`src/rtl/barrelPkg.sv`:
```
////////////////////////////////////////////////////////////
// Shared widths, types and stage records of the barrel core
// RV32I subset with 16 registers per thread (RV32E style)
// Loads return the raw bus word with no sign or zero extension
////////////////////////////////////////////////////////////
package barrelPkg;

    // Core dimensions
    localparam int XLEN        = 32;
    localparam int NUM_THREADS = 4;
    localparam int NUM_REGS    = 16;

    typedef logic [XLEN-1:0]        word_t;
    typedef logic [31:0]            instr_t;
    typedef logic [3:0]             regIdx_t;   // Low 4 bits of rs/rd
    typedef logic [NUM_THREADS-1:0] threadOh_t;
    typedef logic [3:0]             byteEn_t;
    typedef logic [2:0]             funct3_t;
    typedef logic [6:0]             opcode_t;

    localparam word_t PC_STEP  = 32'd4;
    localparam word_t RESET_PC = 32'd0;

    // Major opcodes
    localparam opcode_t OP_OP     = 7'b0110011;
    localparam opcode_t OP_OPIMM  = 7'b0010011;
    localparam opcode_t OP_LUI    = 7'b0110111;
    localparam opcode_t OP_AUIPC  = 7'b0010111;
    localparam opcode_t OP_LOAD   = 7'b0000011;
    localparam opcode_t OP_STORE  = 7'b0100011;
    localparam opcode_t OP_BRANCH = 7'b1100011;
    localparam opcode_t OP_JAL    = 7'b1101111;
    localparam opcode_t OP_JALR   = 7'b1100111;

    // Encoded as {funct7[5], funct3}
    typedef enum logic [3:0] {
        ALU_ADD  = 4'b0000,
        ALU_SUB  = 4'b1000,
        ALU_SLL  = 4'b0001,
        ALU_SLT  = 4'b0010,
        ALU_SLTU = 4'b0011,
        ALU_XOR  = 4'b0100,
        ALU_SRL  = 4'b0101,
        ALU_SRA  = 4'b1101,
        ALU_OR   = 4'b0110,
        ALU_AND  = 4'b0111
    } aluOp_e;

    //////////////////////////////////////////////////////////////
    // Stage records

    typedef struct packed {
        logic jal;
        logic jalr;
        logic branch;
        logic iTypeImm;     // OP-IMM, LOAD, JALR
        logic store;
        logic lui;
        logic auiPc;
        logic regWr;
        logic memRd;
        logic memWr;
        logic memToReg;
        logic pcToReg;      // JAL/JALR link
    } ctrl_t;

    typedef struct packed {
        logic      valid;
        threadOh_t thread;
        word_t     pc;
    } fetchQ101_t;

    typedef struct packed {
        logic      valid;
        threadOh_t thread;
        word_t     pc;
        instr_t    instr;
        word_t     rs1Data;
        word_t     rs2Data;
        ctrl_t     ctrl;
    } decQ102_t;

    typedef struct packed {
        logic      valid;
        threadOh_t thread;
        word_t     pcPlus4;
        word_t     aluOut;
        word_t     rs2Data;
        funct3_t   funct3;
        regIdx_t   rd;
        ctrl_t     ctrl;
    } exeQ103_t;

    typedef struct packed {
        logic      valid;
        threadOh_t thread;
        word_t     nextPc;
    } pcUpdate_t;

    typedef struct packed {
        logic      en;
        threadOh_t thread;
        regIdx_t   rd;
        word_t     data;
    } regWrite_t;

    typedef struct packed {
        word_t   address;
        word_t   writeData;
        logic    rd;
        logic    wr;
        byteEn_t byteEn;
    } dmemReq_t;

endpackage
```
`src/rtl/threadFetch.sv`:
```
`timescale 1ns/100ps
////////////////////////////////////////////////////////////
// Thread ring and per-thread PCs, stage Q100
// Fixed round robin 0,1,2,3 with every thread always enabled
////////////////////////////////////////////////////////////
module threadFetch (
    input  logic                  QClk,
    input  logic                  reset,
    input  barrelPkg::pcUpdate_t  PcUpdate,
    output barrelPkg::word_t      PcQ100H,
    output barrelPkg::fetchQ101_t FetchQ101
);
    import barrelPkg::*;

    threadOh_t threadQ100;              // One-hot token
    word_t     pcRegs [NUM_THREADS];

    // Token rotates left, thread 0 is first out of reset
    always_ff @(posedge QClk) begin
        if (reset) begin
            threadQ100 <= threadOh_t'(1);
        end else begin
            threadQ100 <= {threadQ100[NUM_THREADS-2:0], threadQ100[NUM_THREADS-1]};
        end
    end

    // Each PC loads only from its own thread's Q102 result
    always_ff @(posedge QClk) begin
        for (int t = 0; t < NUM_THREADS; t++) begin
            if (reset) begin
                pcRegs[t] <= RESET_PC;
            end else if (PcUpdate.valid && PcUpdate.thread[t]) begin
                pcRegs[t] <= PcUpdate.nextPc;
            end
        end
    end

    // One-hot PC mux
    always_comb begin
        PcQ100H = '0;
        for (int t = 0; t < NUM_THREADS; t++) begin
            if (threadQ100[t]) PcQ100H |= pcRegs[t];
        end
    end

    // Q100 to Q101, imem registers the instruction itself
    always_ff @(posedge QClk) begin
        if (reset) begin
            FetchQ101.valid <= 1'b0;
        end else begin
            FetchQ101 <= '{valid: 1'b1, thread: threadQ100, pc: PcQ100H};
        end
    end

    ringOneHot: assert property (@(posedge QClk) disable iff (reset) $onehot(threadQ100));

    // Update from Q102 belongs to the thread fetched two cycles back
    pcUpdOwner: assert property (@(posedge QClk) disable iff (reset)
        PcUpdate.valid |-> PcUpdate.thread == $past(threadQ100, 2));

endmodule

```
`config.mk`:
```
export PLATFORM = sky130hd
export DESIGN_NAME = threadFetch
export DESIGN_NICKNAME = d
export VERILOG_FILES = /design/src/rtl/barrelPkg.sv /design/src/rtl/threadFetch.sv
export SDC_FILE = /design/constraint.sdc
export NUM_CORES = 1
export LEC_CHECK = 0
export BUFFER_PORTS_ARGS = -buffer_cell sky130_fd_sc_hd__buf_2
export CORE_MARGIN = 2
export CORE_UTILIZATION = 58
export CTS_BUF_LIST = sky130_fd_sc_hd__clkbuf_2
export CTS_CLUSTER_DIAMETER = 40
export DETAILED_ROUTE_END_ITERATION = 10
export HOLD_SLACK_MARGIN = 0.08
export PLACE_DENSITY_LB_ADDON = 0.2
export SYNTH_ARGS = -nofsm -noshare
export SYNTH_HDL_FRONTEND = slang
export SYNTH_SLANG_ARGS = --single-unit
```
`constraint.sdc`:
```
create_clock -name QClk -period 2.5 [get_ports QClk]
set_input_delay 0 -clock QClk [delete_from_list [all_inputs] [get_ports QClk]]
set_output_delay 0 -clock QClk [all_outputs]
set_load 0.005 [all_outputs]
```
# --- Yosys cells after proc, flatten, opt, wreduce, memory -nomap -nowiden ---
# Memory sizes are Yosys's and may differ from the RTL's.
# Cells that the tools add are included.
word_totals:
  ff_bits: 41
  mem_bits_rw: 128
  in_bits: 39
  elab_cells: 39
  mem_count: 1
classes:
  muxes: 23
  bitwise_logic: 7
  n_reduce_logical: 4
memory_table:
  columns: ["name", "depth", "width", "read_ports", "rd_clocked_by_memory_dff", "write_ports", "line_no", "rtl"]
  rows:
  - ["pcRegs", 4, 32, 4, 0, 4, "threadFetch.sv:16", "word_t pcRegs [NUM_THREADS];"]
op_table:
  columns: ["op", "count"]
  rows:
  - ["32-bit 2-to-1 mux", 8]
  - ["32-bit OR", 3]
  - ["1-bit 2-to-1 mux", 15]
  - ["1-bit logical AND", 4]
  - ["1-bit OR", 4]

# --- Longest topological paths before layout ---
# Gate-level depths: netlist (run 1).
logic_depth:
  depth_word: 7
  ltp_mapped: 4
  mapped_depth_nobuf: 2

# --- Least setup slack after synthesis (run 1) ---
# OpenSTA, ideal clock, no wires.
synth_path:
  kind: "in2reg"
  from: "in reset"
  to: "mem pcRegs[0][0] (netlist name) (enable)"
  setup_time_ps: 508
  arrival_ps: 1660
  required_ps: 1992
  slack_ps: 332
  path_stages: 2
  cell_sequence: "inv_1 -> nand2_1"
synth_rtl:
  columns: ["item", "line_no", "rtl"]
  rows:
  - ["start, declared", "threadFetch.sv:8", "input logic reset,"]
  - ["end, declared", "threadFetch.sv:16", null]

# --- Worst setup path in the final report (run 1) ---
layout_path:
  from: "reg threadQ100[2]"
  to: "out PcQ100H[1]"
layout_between:
  elab_chain_cells: 3
layout_lines:
  columns: ["item", "line_no", "rtl"]
  rows:
  - ["start, declared", "threadFetch.sv:15", "threadOh_t threadQ100;"]
  - ["start signal, assigned", "threadFetch.sv:21", "threadQ100 <= threadOh_t'(1);"]
  - ["start signal, assigned", "threadFetch.sv:23", "threadQ100 <= {threadQ100[NUM_THREADS-2:0], threadQ100[NUM_THREADS-1]};"]
  - ["32-bit 2-to-1 mux (*)", "threadFetch.sv:42", "if (threadQ100[t]) PcQ100H |= pcRegs[t];"]
  - ["32-bit OR", "threadFetch.sv:42", null]
  - ["32-bit 2-to-1 mux (*)", "threadFetch.sv:42", null]
  - ["end, declared", "threadFetch.sv:10", "output barrelPkg::word_t PcQ100H,"]
# Mark *: on every way between the ends. The rest lies on a longest branch, timed or not.

==> metrics.md, run 1 <==
| Metric | Value |
|---|---|
| Least-Margin Pin Slew | `1150 ps` |
| Top cells by count, synth | `edfxtp_1 (164), and2_1 (126), a22oi_1 (64), nand2_1 (40), buf_6 (12)` |
| RR Endpoint | `FetchQ101[1]` |
| All-Layer GR Usage | `24.0%` |
| Primary FF master, synth | `edfxtp_1` |
| Max-slew violation count | `0` |
| Fin area | `8430 sq um` |
| Area of the multi-input gates | `1520 sq um` |
| CTS tree | `done` |
| Antenna cell count | `0` |
| Worst R2R Setup Slack | `1050 ps` |
| # port buffers | `107` |
| Htree depth | `4` |
| Post-DP HPWL | `7400 microns` |
| Kind of critical path | `reg -> out` |
| GPL Wtd Cong | `0.752` |
| Max-slew headroom | `22.7%` |
| Final Skew | `32.8 ps` |
| First-pass GRT wire length | `22,600 microns` |
| Final min period | `2130 ps` |
| Most instantiated library cell after synthesis | `edfxtp_1` |
| Hold Path Class | `in -> reg` |
| Final nets | `665` |
| YS warnings | `0` |
| Iteration-0 DRC Markers | `284` |
| Synth cell types | `14` |
| Die width | `112 microns` |
| Fill cells | `742` |
| Critical path startpoint category | `flop` |
| Largest net degree at the start of global routing | `35` |
| # clock sinks | `169` |
| P per Cell Area | `656 nW/um^2` |
| Final hold slack | `182 ps` |
| Crit path max fanout | `34` |
| Fin util | `74.1%` |
| Syn_area_per_cell | `15.4 sq um` |
| Post-route ant nets | `0` |
| Area Overhead vs Synth | `24.9%` |
| Total number of vias | `4,274` |
| Die span in y | `112 microns` |
| Final hold violations | `0` |
| # setup viols final | `0` |
| Min-delay src | `PcUpdate[10]` |
| Root buffer cell | `clkbuf_2` |
| Routed len/inst | `18.3 microns` |
| RSZ-0062 raised after global routing | `false` |
| Drt drc | `0` |
| Yosys reg bits | `169` |
| Asr flop ratio synth | `0%` |
| Required time of the critical path | `2500 ps` |
| Layout cell share with drive strength beyond 1 | `25.4%` |
| Core Area | `11,400 sq um` |
| Max clock buf depth | `2` |
| Leak | `0.00340 uW` |
| Routed vias/inst | `5.47` |
| Hold Path End | `pcRegs[1][10]` |
| Register area | `5030 sq um` |
| Core Rows | `39` |
| Area share of the largest cell type after synthesis | `73.0%` |
| Critical path data arrival time | `2130 ps` |
| Yosys top cell by area | `edfxtp_1` |
| Worst VDD drop | `0.418 mV` |
| Setup TNS | `0 ps` |
| Number of synthesized flops with an enable pin | `164` |
| DIE AREA | `12,500 sq um` |
| Synth Cell Area | `6750 sq um` |
| Gate Count Post-Synth | `438` |
| Postcts setup bufs | `0` |
| Most area-consuming cells after synthesis | `edfxtp_1 (73%), and2_1 (12%), a22oi_1 (7.1%), nand2_1 (2.2%), buf_6 (2.0%)` |
| Initial antenna violation count | `0` |
| Post-synthesis sequential area ratio | `74.5%` |
| Reg-to-Reg Start | `threadQ100[2]` |
| DP Area | `7320 sq um` |
| Top-Level Pins | `108` |
| Cells on worst reg2reg path | `2` |
| Vias in the first global route | `4,362` |
| Drt total wl | `14,300 microns` |
| GR Overflow Total | `0` |
| Highest clock rate | `470 MHz` |
| Crit. End Element | `output port` |
| Clock Latency Late Sink | `700 ps` |
| Initial DRT Pass Iterations | `5` |
| Final period utilization | `85.1%` |
| CTS buffer count | `17` |
| Net Count, Synth | `477` |
| Number of max-cap violations | `0` |
| CTS clk-pin slew, worst paths | `210 ps` |
| Starting Density | `59.3%` |
| Hold Path Depth | `3` |
| Status | `completed` |
==> worst max-delay path, stage by stage (launching register included) <==
cell and delay (ps):
dfxtp_2 920, a22oi_1 250, nand2_1 150, buf_2 120
==> state kept, by name (all words and copies together) (netlist names) <==
register and count:
pcRegs 128, FetchQ101 37, threadQ100 4
==> cells in the final DEF (no fill, tap or decap) <==
master,instances
and2_2,2
a22oi_1,64
dlygate4sd3_1,82
dfxtp_2,4
bufinv_16,4
buf_12,1
clkinv_1,1
and2b_1,2
or2_2,1
clkinv_2,2
edfxtp_1,164
clkbuf_2,23
inv_2,1
nor2b_1,1
buf_2,107
buf_4,7
dfxtp_1,1
and2_1,126
nand2_1,36
and3b_4,4
clkinvlp_4,2
nand2_2,4
==> kinds of logic (layout without fill, tap and decap cells) <==
| kind of cell | count (synthesis) | after routing | share of synthesized area [%] |
|---|---|---|---|
| AND/OR/NAND/NOR | 176 | 176 | 15.3 |
| flip-flops | 169 | 169 | 74.5 |
| AO/OA/AOI/OAI | 64 | 64 | 7.12 |
| buffers and inverters | 29 | 230 | 3.13 |
==> final cells by class <==
cell class | count | area share (%)
clock buffer | 23 | 1.37
multi-input combinational | 240 | 18.1
tap | 143 | 2.12
clock inverter | 9 | 1.77
sequential | 169 | 59.7
inverter | 1 | 0.0445
timing repair buffer | 197 | 17.0
==> report_power, final <==
group / switching (uW) / internal, uW / leakage (uW)
logic: 272 / 263 / 0.00153
registers: 94.1 / 3360 / 0.00171
clock network: 866 / 675 / 0.000162
==> worst max-delay path by stage <==
stage	startpoint	endpoint	slack, ps	depth (start not counted)
detailed placement	threadQ100[0]	FetchQ101[20]	870	3
finish	threadQ100[2]	PcQ100H[1]	370	3
global placement	threadQ100[0]	FetchQ101[20]	860	3
CTS	threadQ100[0]	PcQ100H[18]	30	4
floorplan	reset	pcRegs[0][0]	330	2
global route	threadQ100[2]	PcQ100H[4]	220	3
==> per-layer routing <==
layer	GRT usage (%)	vias to the layer above	wire (microns)
met1	30.5	2106	5940
met5	0	-	0
met3	5.44	13	849
met2	41.2	168	7410
li1	-	1987	-
met4	8.31	0	105
==> through the flow <==
stage | worst slack [ps] | power (uW) | instances
global placement | 856 | 3930 | 667
detailed placement | 869 | 3950 | 667
floorplan | 332 | 3710 | 438
CTS | 28.7 | 5560 | 782
global route | 220 | 5740 | 782
finish | 374 | 5530 | 782
==> repair_timing <==
action                     CTS  global route
hold buffers                83             0
resized for setup            0             1
setup endpoints to repair    0            12
hold endpoints to repair   256             0
Power figures use the tool's default switching activity.
==> run 2, diff against run 1 <==
ABC_CLOCK_PERIOD_IN_PS = 2500   (was unset)
MAX_ROUTING_LAYER = met4   (was unset)
SLEW_MARGIN = 20   (was unset)
==> metrics.md, run 2 (synthesized netlist as in run 1, its figures left out) <==
| Metric | Value |
|---|---|
| Status | `completed` |
| Routed vias/inst | `5.45` |
| Leak | `0.00340 uW` |
| Final Skew | `34.5 ps` |
| Drt drc | `0` |
| Initial DRT Pass Iterations | `4` |
| Final min period | `2130 ps` |
| Register area | `5030 sq um` |
| Kind of critical path | `reg -> out` |
| Critical path startpoint category | `flop` |
| Crit path max fanout | `34` |
| All-Layer GR Usage | `24.8%` |
| Fin util | `74.1%` |
| DIE AREA | `12,500 sq um` |
| # clock sinks | `169` |
| Crit. End Element | `output port` |
| Final nets | `665` |
| Max-slew headroom | `45.5%` |
| Area Overhead vs Synth | `24.8%` |
| Die span in y | `112 microns` |
| CTS buffer count | `17` |
| Max clock buf depth | `2` |
| GR Overflow Total | `0` |
| Largest Register | `pcRegs` |
| Setup TNS | `0 ps` |
| First-pass GRT wire length | `22,600 microns` |
| Largest registers | `pcRegs: 128 flops, FetchQ101: 37 flops, threadQ100: 4 flops` |
| CTS clk-pin slew, worst paths | `210 ps` |
| Critical path data arrival time | `2130 ps` |
| Core Area | `11,400 sq um` |
| RSZ-0062 raised after global routing | `false` |
| Number of max-cap violations | `0` |
| Area of the multi-input gates | `1520 sq um` |
| Max reg flops | `128` |
| Clock Latency Late Sink | `700 ps` |
| Core Rows | `39` |
| Total number of vias | `4,260` |
| # port buffers | `107` |
| Final hold violations | `0` |
| Worst VDD drop | `0.418 mV` |
| Starting Density | `59.3%` |
| Top-Level Pins | `108` |
| P per Cell Area | `656 nW/um^2` |
| Die width | `112 microns` |
| CTS tree | `done` |
| Initial antenna violation count | `0` |
| Least-Margin Pin Slew | `817 ps` |
| Required time of the critical path | `2500 ps` |
| Fill cells | `743` |
| Largest net degree at the start of global routing | `35` |
| Highest clock rate | `470 MHz` |
| Iteration-0 DRC Markers | `304` |
| Post-route ant nets | `0` |
| Antenna cell count | `0` |
| Layout cell share with drive strength beyond 1 | `25.5%` |
| # setup viols final | `0` |
| Post-DP HPWL | `7400 microns` |
| Root buffer cell | `clkbuf_2` |
| GPL Wtd Cong | `0.761` |
| Max-slew violation count | `0` |
| Drt total wl | `14,300 microns` |
| CP Launch Point | `threadQ100[2]` |
| Most frequent cells in the layout | `edfxtp_1 (164), and2_1 (126), buf_2 (108)` |
| Reg-to-Reg Start | `threadQ100[2]` |
| Commonest non-fill, non-tap cell in the layout | `edfxtp_1` |
| Routed len/inst | `18.3 microns` |
| Vias in the first global route | `4,363` |
| Htree depth | `4` |
| Min-delay src | `PcUpdate[10]` |
| Final period utilization | `85.1%` |
| Hold Path Class | `in -> reg` |
run 2: cell type report:
class	count	area share, %
well taps	143	2.12
multi-input cells	240	18.1
clock buffers	23	1.37
clock inverters	9	1.77
repair buffers	197	16.9
inverters	1	0.0446
flip-flops and latches	169	59.7
run 2: power by group:
part | switching (uW) | total [uW] | internal, uW
registers | 93.9 | 3450 | 3360
logic | 271 | 534 | 263
clock network | 869 | 1540 | 675
run 2: final timing paths:
path / slack (ps) / to / cells after the start
max: 370 / PcQ100H[1] / 3
min: 180 / pcRegs[1][10] / 3
max reg2reg: 1060 / FetchQ101[1] / 2
min reg2reg: 580 / FetchQ101[3] / 2
run 2: per-layer routing:
layer | vias to the layer above | GRT usage, % | part of all wire [%]
met5 | - | - | 0
met4 | 0 | 8.31 | 1.2
met3 | 19 | 5.17 | 6.7
met2 | 165 | 41.1 | 51
met1 | 2095 | 30.7 | 41
li1 | 1981 | - | -
run 2: worst max-delay path, cell delays in order (launching register included):
cell and delay [ps]:
dfxtp_2 910, a22oi_1 250, nand2_1 150, buf_2 120
run 2: timing repair:
action                                  in CTS  in global routing
hold buffers                                83                  0
resized for setup                            0                  1
setup buffers                                0                  0
endpoints found under the setup margin       0                 12
hold endpoints to repair                   256                  0
run 2: metrics by stage:
stage | setup WS, ps | std cells | total power [uW] | hold WS [ps] | instance area [sq um]
final | 373 | 782 | 5530 | 179 | 8420
after global routing | 220 | 782 | 5740 | 87.8 | 8420
after CTS | 28.7 | 782 | 5560 | 80.0 | 8430
after detailed placement | 869 | 667 | 3950 | 276 | 7320
after global placement | 856 | 667 | 3930 | 260 | 7320
after floorplan | 332 | 438 | 3710 | 71.6 | 6750
