$ cat src/rtl/barrelPkg.sv
////////////////////////////////////////////////////////////
// Shared widths, types and stage records of the barrel core
// RV32I subset with 16 registers per thread (RV32E style)
// Loads return the raw bus word with no sign or zero extension
////////////////////////////////////////////////////////////
package barrelPkg;

    // Core dimensions
    localparam int XLEN        = 32;
    localparam int NUM_THREADS = 4;
    localparam int NUM_REGS    = 16;

    typedef logic [XLEN-1:0]        word_t;
    typedef logic [31:0]            instr_t;
    typedef logic [3:0]             regIdx_t;   // Low 4 bits of rs/rd
    typedef logic [NUM_THREADS-1:0] threadOh_t;
    typedef logic [3:0]             byteEn_t;
    typedef logic [2:0]             funct3_t;
    typedef logic [6:0]             opcode_t;

    localparam word_t PC_STEP  = 32'd4;
    localparam word_t RESET_PC = 32'd0;

    // Major opcodes
    localparam opcode_t OP_OP     = 7'b0110011;
    localparam opcode_t OP_OPIMM  = 7'b0010011;
    localparam opcode_t OP_LUI    = 7'b0110111;
    localparam opcode_t OP_AUIPC  = 7'b0010111;
    localparam opcode_t OP_LOAD   = 7'b0000011;
    localparam opcode_t OP_STORE  = 7'b0100011;
    localparam opcode_t OP_BRANCH = 7'b1100011;
    localparam opcode_t OP_JAL    = 7'b1101111;
    localparam opcode_t OP_JALR   = 7'b1100111;

    // Encoded as {funct7[5], funct3}
    typedef enum logic [3:0] {
        ALU_ADD  = 4'b0000,
        ALU_SUB  = 4'b1000,
        ALU_SLL  = 4'b0001,
        ALU_SLT  = 4'b0010,
        ALU_SLTU = 4'b0011,
        ALU_XOR  = 4'b0100,
        ALU_SRL  = 4'b0101,
        ALU_SRA  = 4'b1101,
        ALU_OR   = 4'b0110,
        ALU_AND  = 4'b0111
    } aluOp_e;

    //////////////////////////////////////////////////////////////
    // Stage records

    typedef struct packed {
        logic jal;
        logic jalr;
        logic branch;
        logic iTypeImm;     // OP-IMM, LOAD, JALR
        logic store;
        logic lui;
        logic auiPc;
        logic regWr;
        logic memRd;
        logic memWr;
        logic memToReg;
        logic pcToReg;      // JAL/JALR link
    } ctrl_t;

    typedef struct packed {
        logic      valid;
        threadOh_t thread;
        word_t     pc;
    } fetchQ101_t;

    typedef struct packed {
        logic      valid;
        threadOh_t thread;
        word_t     pc;
        instr_t    instr;
        word_t     rs1Data;
        word_t     rs2Data;
        ctrl_t     ctrl;
    } decQ102_t;

    typedef struct packed {
        logic      valid;
        threadOh_t thread;
        word_t     pcPlus4;
        word_t     aluOut;
        word_t     rs2Data;
        funct3_t   funct3;
        regIdx_t   rd;
        ctrl_t     ctrl;
    } exeQ103_t;

    typedef struct packed {
        logic      valid;
        threadOh_t thread;
        word_t     nextPc;
    } pcUpdate_t;

    typedef struct packed {
        logic      en;
        threadOh_t thread;
        regIdx_t   rd;
        word_t     data;
    } regWrite_t;

    typedef struct packed {
        word_t   address;
        word_t   writeData;
        logic    rd;
        logic    wr;
        byteEn_t byteEn;
    } dmemReq_t;

endpackage
$ cat src/rtl/memWriteback.sv
`timescale 1ns/100ps
////////////////////////////////////////////////////////////
// Data memory request in Q103, writeback in Q104
// Load data is sampled one cycle after the request
// Byte enables are low-aligned, the address is not used for lanes
////////////////////////////////////////////////////////////
module memWriteback (
    input  logic                 QClk,
    input  logic                 reset,
    input  barrelPkg::exeQ103_t  ExeQ103,
    output barrelPkg::dmemReq_t  Dmem,
    input  barrelPkg::word_t     MemRdDataQ104H,
    output barrelPkg::regWrite_t Wr
);
    import barrelPkg::*;

    exeQ103_t q104;
    byteEn_t  byteEn;
    word_t    wrData;

    // Size from funct3[1:0]
    always_comb begin
        unique case (ExeQ103.funct3[1:0])
            2'b00:   byteEn = 4'b0001;   // Byte
            2'b01:   byteEn = 4'b0011;   // Half
            2'b10:   byteEn = 4'b1111;   // Word
            default: byteEn = 4'b0000;   // Illegal size
        endcase
    end

    // Strobes only for a valid instruction
    assign Dmem = '{
        address   : ExeQ103.aluOut,
        writeData : ExeQ103.rs2Data,
        rd        : ExeQ103.valid && ExeQ103.ctrl.memRd,
        wr        : ExeQ103.valid && ExeQ103.ctrl.memWr,
        byteEn    : byteEn
    };

    // Q103 to Q104
    always_ff @(posedge QClk) begin
        if (reset) begin
            q104.valid <= 1'b0;
        end else begin
            q104 <= ExeQ103;
        end
    end

    // Writeback source
    always_comb begin
        if (q104.ctrl.memToReg) begin
            wrData = MemRdDataQ104H;
        end else if (q104.ctrl.pcToReg) begin
            wrData = q104.pcPlus4;     // Link
        end else begin
            wrData = q104.aluOut;
        end
    end

    assign Wr = '{en: q104.valid && q104.ctrl.regWr, thread: q104.thread, rd: q104.rd,
                  data: wrData};

    memSizeLegal: assert property (@(posedge QClk) disable iff (reset)
        (Dmem.rd || Dmem.wr) |-> ExeQ103.funct3[1:0] != 2'b11);

endmodule

$ cat config.mk
export PLATFORM = sky130hd
export DESIGN_NAME = memWriteback
export DESIGN_NICKNAME = d
export VERILOG_FILES = /design/src/rtl/barrelPkg.sv /design/src/rtl/memWriteback.sv
export SDC_FILE = /design/constraint.sdc
export NUM_CORES = 1
export LEC_CHECK = 0
export BUFFER_PORTS_ARGS = -buffer_cell sky130_fd_sc_hd__buf_4
export CORE_MARGIN = 3
export CORE_UTILIZATION = 37
export CTS_CLUSTER_SIZE = 40
export DETAILED_ROUTE_END_ITERATION = 10
export HOLD_SLACK_MARGIN = 0.03
export PLACE_DENSITY = 0.77
export REMOVE_ABC_BUFFERS = 1
export SLEW_MARGIN = 15
export SYNTH_ARGS = -nofsm -noshare
export SYNTH_HDL_FRONTEND = slang
export SYNTH_SLANG_ARGS = --single-unit
$ cat constraint.sdc
create_clock -name QClk -period 2.75 [get_ports QClk]
set_input_delay 0.825 -clock QClk [delete_from_list [all_inputs] [get_ports QClk]]
set_output_delay 0.825 -clock QClk [all_outputs]
set_load 0.01 [all_outputs]
# After elaboration in Yosys (flattened, before gate mapping)
# Cells that the tools add are included.
[op_classes] eq_ne=2 mux=3 n_reduce_logical=4
[op_table] operator="32-bit two-way mux" n=2
[op_table] operator="4-bit one-hot mux with 3 select lines" n=1
[op_table] operator="1-bit logical AND" n=3
[op_table] operator="2-bit by 1-bit equality test with 1-bit output, second input constant" n=1
[op_table] operator="2-bit equality test, second input constant" n=1
[op_table] operator="2-bit zero test" n=1
[totals] ff_bits=76 input_bits=154 word_cells=17

# Logic depth before layout (Yosys ltp)
# Gate-level depths: netlist (run 1).
[depth] word_depth=2 mapped_depth=4 mapped_depth_nobuf=3

# Worst setup path after synthesis (run 1)
# OpenSTA, ideal clock, no wires.
[synth_path] path_type="input port to flip-flop" start="in reset" end="reg q104 (netlist bit Wr[32]) (enable)" t_arrival_ps=2279 required_time_ps=2321 path_slack_ps=43 cell_stages=1 n_path_buf=0 path_cell_list="inv_1"
[synth_lines] element="start, declared" line_no="memWriteback.sv:9" text="input logic reset,"
[synth_lines] element="end signal, assigned" line_no="memWriteback.sv:45" text="q104 <= ExeQ103;"
[synth_lines] element="end, declared" line_no="memWriteback.sv:17" text="exeQ103_t q104;"
# No word-level cell between the ends.

==> flow_summary.json, run 1 <==
{
  "syn_to_final_growth_pct": 33.75,
  "grt_pass1_wl_um": 12860,
  "highest_layer": "met5",
  "setup_ws_ps": 365.4,
  "period_share_pct": 86.71,
  "finalNonFillerCells": 524,
  "grt_antenna_before_repair": 0,
  "post_drt_via_cell_ratio": 4.502,
  "syn_inst": 266,
  "drt-total-wl_um": 8863,
  "p_total_mw": 2.804,
  "hold_path.class": "input port to register",
  "synth_top_area_share_pct": 62.57,
  "cts_hold_buf": 0,
  "clockBufferDepth": 2,
  "ctsResizeCount": 0,
  "cts_buffers": 9,
  "worst-setup-path-type": "register to primary output",
  "io_pins": 265,
  "port_buffers": 192,
  "n_antenna_cell": 0,
  "setup_viol": 0,
  "postSynthAreaPerCell_um2": 13.53,
  "end_kind": "primary output",
  "crit_required_ps": 1930,
  "met3_wirelength_um": 1285,
  "placedCellCount": 508,
  "status": "finished, final reports clean",
  "drt_iter0_markers": 96,
  "ys_top_cells_by_area": "edfxtp_1 (63%), buf_4 (15%), mux2i_1 (8.9%)",
  "synth_top_family_by_area": "buffers and inverters",
  "synth_warnings": 0,
  "tightest_slew_ps": 616.2,
  "die_h_um": 104.6,
  "root_buffer": "clkbuf_8",
  "place_congestion": 0.6898,
  "fp.coreArea_mm2": 0.009328,
  "yosys.area_share.simple_pct": 4.032,
  "min_from": "reset",
  "wl_met2_um": 4048,
  "fin_util_pct": 51.62,
  "globalRouteOverflowTotal": 0,
  "grt_use_total_pct": 15.72,
  "slew_headroom_pct": 58.92,
  "p_leak_nw": 2.149,
  "yosys.area.top_type": "edfxtp_1",
  "post_cts_buffers": 0,
  "dieWidth_um": 104.6,
  "drtPass1Iterations": 4,
  "crit_path_max_fanout": 32,
  "hold_path_end": "q104[119]",
  "drcViolationCount": 0,
  "synthMostInstantiatedCell": "edfxtp_1",
  "max-vdd-ir-drop_v": 0.0003213,
  "cts_sinks": 76,
  "htree_levels": 3,
  "dieArea_mm2": 0.01095,
  "whs_ps": 649.0,
  "synth_mux_area_share_pct": 8.898,
  "synthXorXnorAreaFrac_pct": 0,
  "arrival_ps": 1560,
  "synthAdderAreaFrac_pct": 0.6952,
  "hold-path-cell-count": 2,
  "cap_violations": 0,
  "grt_max_degree": 51,
  "yosys-top-cells-count": "edfxtp_1 (75), buf_4 (73), mux2i_1 (32), nand2_1 (32), o21ai_1 (28)",
  "hpwl_um": 6993,
  "ys_seq_area_share_pct": 63.12,
  "pre_cts_slack_ps": 541.9,
  "finalCriticalPeriod_ps": 2385,
  "fin_tns_setup_ps": 0,
  "cts_tree": "done",
  "yosys_register_bits": 76,
  "clk_pin_slew_worst_paths_ps": 80,
  "grt_pass1_vias": 2506,
  "place_area_mm2": 0.004598,
  "synth_edf_count": 75,
  "power_density_mw_per_mm2": 582.4,
  "synthDistinctLibCells": 15,
  "hold_viol_final": 0,
  "ys_async_sr_fraction_pct": 0,
  "synth_ff_type": "edfxtp_1",
  "routedWlPerCell_um": 16.91,
  "drive_above_1_share_pct": 54.43,
  "crit_path_start_kind": "register",
  "routed-via-count": 2359,
  "rows": 35,
  "initial_core_util_pct": 38.59,
  "ant_nets": 0,
  "max_freq_mhz": 419.4,
  "syn_area_mm2": 0.003600,
  "rsz0062_at_grt": "false",
  "met1Wirelength_um": 3404,
  "layout.nets": 546,
  "synth_compound_area_share_pct": 4.658,
  "slew_viol_final": 0,
  "final_cell_area_mm2": 0.004815
}
## state kept, by name, indices dropped and copies added, names as in the netlist
register  flops
Wr            8
q104         68
## power breakdown
part / leakage (nW) / internal (mW) / switching, mW / total (mW)
logic: 1.30 / 0.280 / 0.220 / 0.500
clock network: 0.102 / 0.511 / 0.399 / 0.910
registers: 0.742 / 1.37 / 0.0218 / 1.39
total: 2.15 / 2.16 / 0.641 / 2.80
## critical path: stages, from the launching register on
cell and delay (ps):
edfxtp_1 380, buf_12 260, mux2i_1 310, o21ai_1 100, buf_4 160
## metal layers
metal	vias to the layer above	track usage, %
met2	176	23.94
met1	1068	17.67
li1	1104	-
met4	2	4.217
met3	9	10.69
met5	-	4.762
## kinds of logic (layout without fill, tap and decap cells)
group | after synthesis | count (layout)
AOI/OAI and AO/OA | 32 | 32
DFF | 76 | 76
adders and majority gates | 2 | 2
muxes | 32 | 32
buffers and inverters | 88 | 217
and+or+nand+nor | 36 | 36
## layout make-up
class	instances	area, um2
Clock inverter	6	88.84
Inverter	4	15.01
Clock buffer	10	127.6
Fill cell	812	4513
Tap cell	129	161.4
Sequential cell	76	2272
Multi-Input combinational cell	102	658.1
Timing Repair Buffer	197	1491
## worst max path at each step
stage | from | slack [ps] | to
6_report | q104[0] | 370 | Wr[7]
5_1_grt | q104[0] | 180 | Wr[7]
4_1_cts | q104[0] | 260 | Wr[7]
3_5_place_dp | ExeQ103[16] | 540 | Dmem[1]
3_3_place_gp | ExeQ103[16] | 550 | Dmem[1]
2_1_floorplan | reset | 40 | Wr[32]
## cell usage in the layout, fill, tap and decap left out
master	n
clkbuf_8	9
bufinv_16	2
edfxtp_1	75
inv_1	3
clkinv_2	1
and2_1	3
mux2i_1	32
ha_1	2
clkinvlp_4	2
nand2_1	32
dfxtp_1	1
o21ai_0	2
nor2b_1	1
clkinv_4	1
o21ai_1	28
buf_12	1
buf_4	196
clkbuf_1	1
inv_2	1
o21ai_2	2
(Power assumes the default switching activity.)
==> run 2, diff against run 1 <==
--- a/config.mk
+++ b/config.mk
@@ -6,10 +6,10 @@
 export NUM_CORES = 1
 export LEC_CHECK = 0
 export BUFFER_PORTS_ARGS = -buffer_cell sky130_fd_sc_hd__buf_4
-export CORE_MARGIN = 3
-export CORE_UTILIZATION = 37
+export CORE_AREA = 3 3 100 102
 export CTS_CLUSTER_SIZE = 40
 export DETAILED_ROUTE_END_ITERATION = 10
+export DIE_AREA = 0 0 103 105
 export HOLD_SLACK_MARGIN = 0.03
 export PLACE_DENSITY = 0.77
 export REMOVE_ABC_BUFFERS = 1
==> constraint.sdc (replaced) <==
create_clock -name QClk -period 2.98 [get_ports QClk]
set_input_delay 0.894 -clock QClk [delete_from_list [all_inputs] [get_ports QClk]]
set_output_delay 0.894 -clock QClk [all_outputs]
set_load 0.01 [all_outputs]
==> run 2 against run 1 <==
  * Wire length increased by 1.3%
  * Clock power decreased by 14%
  * Flip-flop and latch count unchanged
  * Sequential share of layout area increased by 0.41 points
  * Non-clock buffer count increased by 1
==> flow_summary.json, run 2 (synthesis gave the netlist of run 1 again) <==
{
  "status": "finished, final reports clean",
  "drive_above_1_share_pct": 54.55,
  "layout_common_cells": "buf_4 (198), edfxtp_1 (75), mux2i_1 (32), nand2_1 (32), o21ai_1 (28)",
  "root_buffer": "clkbuf_8",
  "multiInputGateArea_um2": 658.1,
  "cap_violations": 0,
  "slowest_delay_ps": 350,
  "hpwl_um": 7167,
  "post_cts_buffers": 0,
  "rsz0062_at_grt": "false",
  "grt_pass1_vias": 2433,
  "place_congestion": 0.7144,
  "post_drt_via_cell_ratio": 4.667,
  "htree_levels": 3,
  "power_density_mw_per_mm2": 529.7,
  "final_cell_area_mm2": 0.004773,
  "rows": 35,
  "finalCriticalPeriod_ps": 2438,
  "regArea_mm2": 0.002272,
  "dieArea_mm2": 0.01082,
  "initial_core_util_pct": 39.14,
  "routedWlPerCell_um": 17.70,
  "hold-path-cell-count": 2,
  "drt_iter0_markers": 113,
  "fin_util_pct": 51.90,
  "ctsResizeCount": 0,
  "slew_viol_final": 0,
  "routed-via-count": 2366,
  "syn_to_final_growth_pct": 32.60,
  "drcViolationCount": 0,
  "drtPass1Iterations": 4,
  "fin_tns_setup_ps": 0,
  "max-vdd-ir-drop_v": 0.0003423,
  "worst-setup-path-type": "register to primary output",
  "clk_pin_slew_worst_paths_ps": 80,
  "max_freq_mhz": 410.1,
  "end_kind": "primary output",
  "grt_pass1_wl_um": 12680,
  "n_fill_cell": 791,
  "cts_buffers": 9,
  "crit_slowest_cell": "edfxtp_1",
  "clockBufferDepth": 2,
  "hold_path.class": "input port to register",
  "tightest_slew_ps": 588.3,
  "slew_headroom_pct": 60.78,
  "place_area_mm2": 0.004571,
  "fp.coreArea_mm2": 0.009196,
  "arrival_ps": 1540,
  "io_pins": 265,
  "crit_required_ps": 2090,
  "top_register": "q104",
  "grt_use_total_pct": 16.24,
  "grt_max_degree": 48,
  "largest_reg_flops": 68,
  "period_share_pct": 81.82,
  "crit_path_max_fanout": 16,
  "dieWidth_um": 103,
  "p_leak_nw": 2.138,
  "crit_path_start_kind": "register",
  "cts_hold_buf": 0,
  "cp_cell_sequence": "buf_4 > mux2i_1 > o21ai_0 > buf_4",
  "n_antenna_cell": 0,
  "cts_sinks": 76,
  "final_common_cell": "buf_4",
  "setup_viol": 0,
  "hold_viol_final": 0,
  "ant_nets": 0,
  "die_h_um": 105,
  "port_buffers": 192,
  "timing.critical_path.mode_cell": "buf_4",
  "layout.nets": 547,
  "globalRouteOverflowTotal": 0,
  "grt_antenna_before_repair": 0,
  "drt-total-wl_um": 8975,
  "cts_tree": "done"
}
[run 2: cell count changes in the layout (fill, tap and decap cells not counted), sizes merged]
cell and delta:
clkbuf +1, clkinvlp +1, buf +1, bufinv -1, clkinv -1
[run 2: routing by layer]
metal	track usage, %	wire length, um	up-vias
li1	-	-	1111
met1	16.91	3161	1054
met2	23.65	4021	193
met3	15.15	1695	6
met4	3.330	29	2
met5	5.128	68	-
[run 2: critical path: cells and delay by family, from the launching register on]
kind,cells,cell delay [ps]
mux,1,310
compound gates,1,110
flops,1,350
buf+inv,2,460
[run 2: final cells by class]
class | count | area share [%]
tap | 111 | 2.910
sequential | 76 | 47.60
clock buffer | 11 | 2.962
clock inverter | 5 | 1.284
inverter | 4 | 0.3145
timing repair buffer | 198 | 31.14
multi-input combinational | 102 | 13.79
[run 2: path summary, 6_finish.rpt]
kind / startpoint / endpoint / slack [ps]
max: q104[0] / Wr[0] / 540
min: reset / q104[119] / 730
[run 2: per-stage QoR]
step / hold WS [ps] / total power, mW / setup WS (ps) / std cells
5_1_grt: 691.6 / 2.664 / 367.5 / 507
4_1_cts: 704.1 / 2.570 / 435.6 / 507
6_report: 728.6 / 2.528 / 541.8 / 507
3_5_place_dp: 1073 / 1.779 / 631.5 / 491
3_3_place_gp: 1071 / 1.768 / 637.4 / 491
2_1_floorplan: 965.6 / 1.470 / 203.7 / 182
[run 2: where the power goes]
group / internal (mW) / total [mW] / switching, mW
logic: 0.256 / 0.460 / 0.203
clock network: 0.411 / 0.782 / 0.370
registers: 1.27 / 1.29 / 0.0205
==> run 3, diff against run 2 <==
--- a/config.mk
+++ b/config.mk
@@ -6,12 +6,12 @@
 export NUM_CORES = 1
 export LEC_CHECK = 0
 export BUFFER_PORTS_ARGS = -buffer_cell sky130_fd_sc_hd__buf_4
-export CORE_AREA = 3 3 100 102
+export CORE_AREA = 3 3 101 103
 export CTS_CLUSTER_SIZE = 40
 export DETAILED_ROUTE_END_ITERATION = 10
-export DIE_AREA = 0 0 103 105
+export DIE_AREA = 0 0 104 106
 export HOLD_SLACK_MARGIN = 0.03
-export PLACE_DENSITY = 0.77
+export PLACE_DENSITY = 0.76
 export REMOVE_ABC_BUFFERS = 1
 export SLEW_MARGIN = 15
 export SYNTH_ARGS = -nofsm -noshare
==> constraint.sdc (replaced) <==
create_clock -name QClk -period 2.4 [get_ports QClk]
set_input_delay 0.72 -clock QClk [delete_from_list [all_inputs] [get_ports QClk]]
set_output_delay 0.72 -clock QClk [all_outputs]
set_load 0.01 [all_outputs]
==> run 3 against run 2 <==
  * Sequential power grew 24%
  * Clock power grew 5.6%
  * Non-clock buffer count shrank 1
  * Wire length shrank 3.8%
  * Clock-buffer cell count shrank 2
  * Total power grew 19%
  * Sequential share of layout area shrank 0.087 points
  * Combinational power grew 25%
  * Setup slack lost 400 ps
  * First-iteration DRC count grew 11%
  * Utilization shrank 0.40 points
  * Global-route usage shrank 0.96 points
  * Highest routed layer unchanged
==> flow_summary.json, run 3 (synthesis gave the netlist of run 1 again) <==
{
  "globalRouteOverflowTotal": 0,
  "swShare_pct": 24.52,
  "port_buffers": 192,
  "power_density_mw_per_mm2": 627.5,
  "layout_common_cells": "buf_4 (195), edfxtp_1 (75), nand2_1 (32), mux2i_1 (31), o21ai_1 (28)",
  "cts_tree": "done",
  "dieArea_mm2": 0.01102,
  "whs_ps": 546.0,
  "p_seq_share_pct": 53.3,
  "grt_pass1_wl_um": 12620,
  "regArea_mm2": 0.002272,
  "rsz0062_at_grt": "false",
  "ant_nets": 0,
  "io_pins": 265,
  "tightest_slew_ps": 405.8,
  "crit_path_max_fanout": 32,
  "hold_viol_final": 0,
  "n_fill_cell": 801,
  "hpwl_um": 6671,
  "fp.coreArea_mm2": 0.009284,
  "grt_max_degree": 51,
  "die_h_um": 106,
  "root_buffer": "clkbuf_8",
  "crit_path_start_kind": "register",
  "grt_pass1_vias": 2402,
  "drive_above_1_share_pct": 54.94,
  "largest_reg_flops": 68,
  "drt-total-wl_um": 8630,
  "p_clk_share_pct": 27.5,
  "post_drt_via_cell_ratio": 4.460,
  "arrival_ps": 1540,
  "routed-via-count": 2337,
  "p_leak_nw": 2.134,
  "ctsResizeCount": 0,
  "dieWidth_um": 104,
  "internal-power_mw": 2.265,
  "slew_viol_final": 0,
  "slew_headroom_pct": 72.95,
  "comb_power_share_pct": 19.2,
  "cts_buffers": 9,
  "cts_hold_buf": 0,
  "htree_levels": 3,
  "max-vdd-ir-drop_v": 0.0003727,
  "crit_required_ps": 1680,
  "clk_pin_slew_worst_paths_ps": 90,
  "initial_core_util_pct": 38.77,
  "grt_antenna_before_repair": 0,
  "clockBufferDepth": 2,
  "place_congestion": 0.7205,
  "grt_use_total_pct": 15.28,
  "period_share_pct": 94.16,
  "top_register": "q104",
  "hold_path.class": "input port to register",
  "p_total_mw": 3.001,
  "rows": 35,
  "drcViolationCount": 0,
  "syn_to_final_growth_pct": 32.85,
  "end_kind": "primary output",
  "status": "finished, final reports clean",
  "n_antenna_cell": 0,
  "p_switching_mw": 0.7357,
  "drtPass1Iterations": 6,
  "cap_violations": 0,
  "multiInputGateArea_um2": 661.9,
  "min_from": "ExeQ103[12]",
  "worst-setup-path-type": "register to primary output",
  "final_common_cell": "buf_4",
  "cts_sinks": 76,
  "finalCriticalPeriod_ps": 2260,
  "routedWlPerCell_um": 16.47,
  "cp-startpoint": "q104[0]",
  "post_cts_buffers": 0,
  "setup_viol": 0,
  "max_freq_mhz": 442.5,
  "layout.nets": 546,
  "drt_iter0_markers": 125
}
-- run 3: routing by layer --
metal / part of all wire [%] / GRT usage, %
met4: 1.3 / 5.128
met1: 38 / 17.03
met3: 15 / 10.26
met2: 45 / 22.93
met5: 0.68 / 5.714
-- run 3: worst max-delay path, stage by stage (launching register included) --
cell	delay, ps
edfxtp_1	370
buf_12	260
mux2i_2	320
o21ai_1	90
buf_4	160
-- run 3: path summary, 6_finish.rpt --
path,end,slack (ps),cells past startpoint
hold / removal,Wr[32],550,1
setup / recovery,Wr[22],140,4
-- run 3: per-stage QoR --
step           instances  setup TNS, ps  utilization (%)  instance area [um2]  setup slack (ps)
4_1_cts              524              0            51.47                 4778             40.56
5_1_grt              524              0            51.51                 4782             71.02
6_report             524              0            51.51                 4782             140.2
3_3_place_gp         508              0            49.66                 4611             378.0
2_1_floorplan        182         -15250                -                 2945            -202.3
3_5_place_dp         508              0            49.66                 4611             364.6
-- run 3: power by group through the flow --
| stage | Combinational [mW] | Sequential, mW | Clock, mW |
|---|---|---|---|
| 2_1_floorplan | 0.164 | 1.66 | 0 |
| 3_3_place_gp | 0.575 | 1.62 | 0 |
| 3_5_place_dp | 0.584 | 1.63 | 0 |
| 4_1_cts | 0.586 | 1.60 | 0.864 |
| 5_1_grt | 0.623 | 1.61 | 0.927 |
| 6_report | 0.577 | 1.60 | 0.826 |
-- run 3: cell type report --
| cell class | count | share of cell area [%] |
|---|---|---|
| flip-flops and latches | 76 | 47.51 |
| repair buffers | 197 | 31.45 |
| multi-input cells | 102 | 13.84 |
| well taps | 129 | 3.375 |
| clock buffers | 9 | 2.590 |
| clock inverters | 7 | 0.9158 |
| inverters | 4 | 0.3140 |
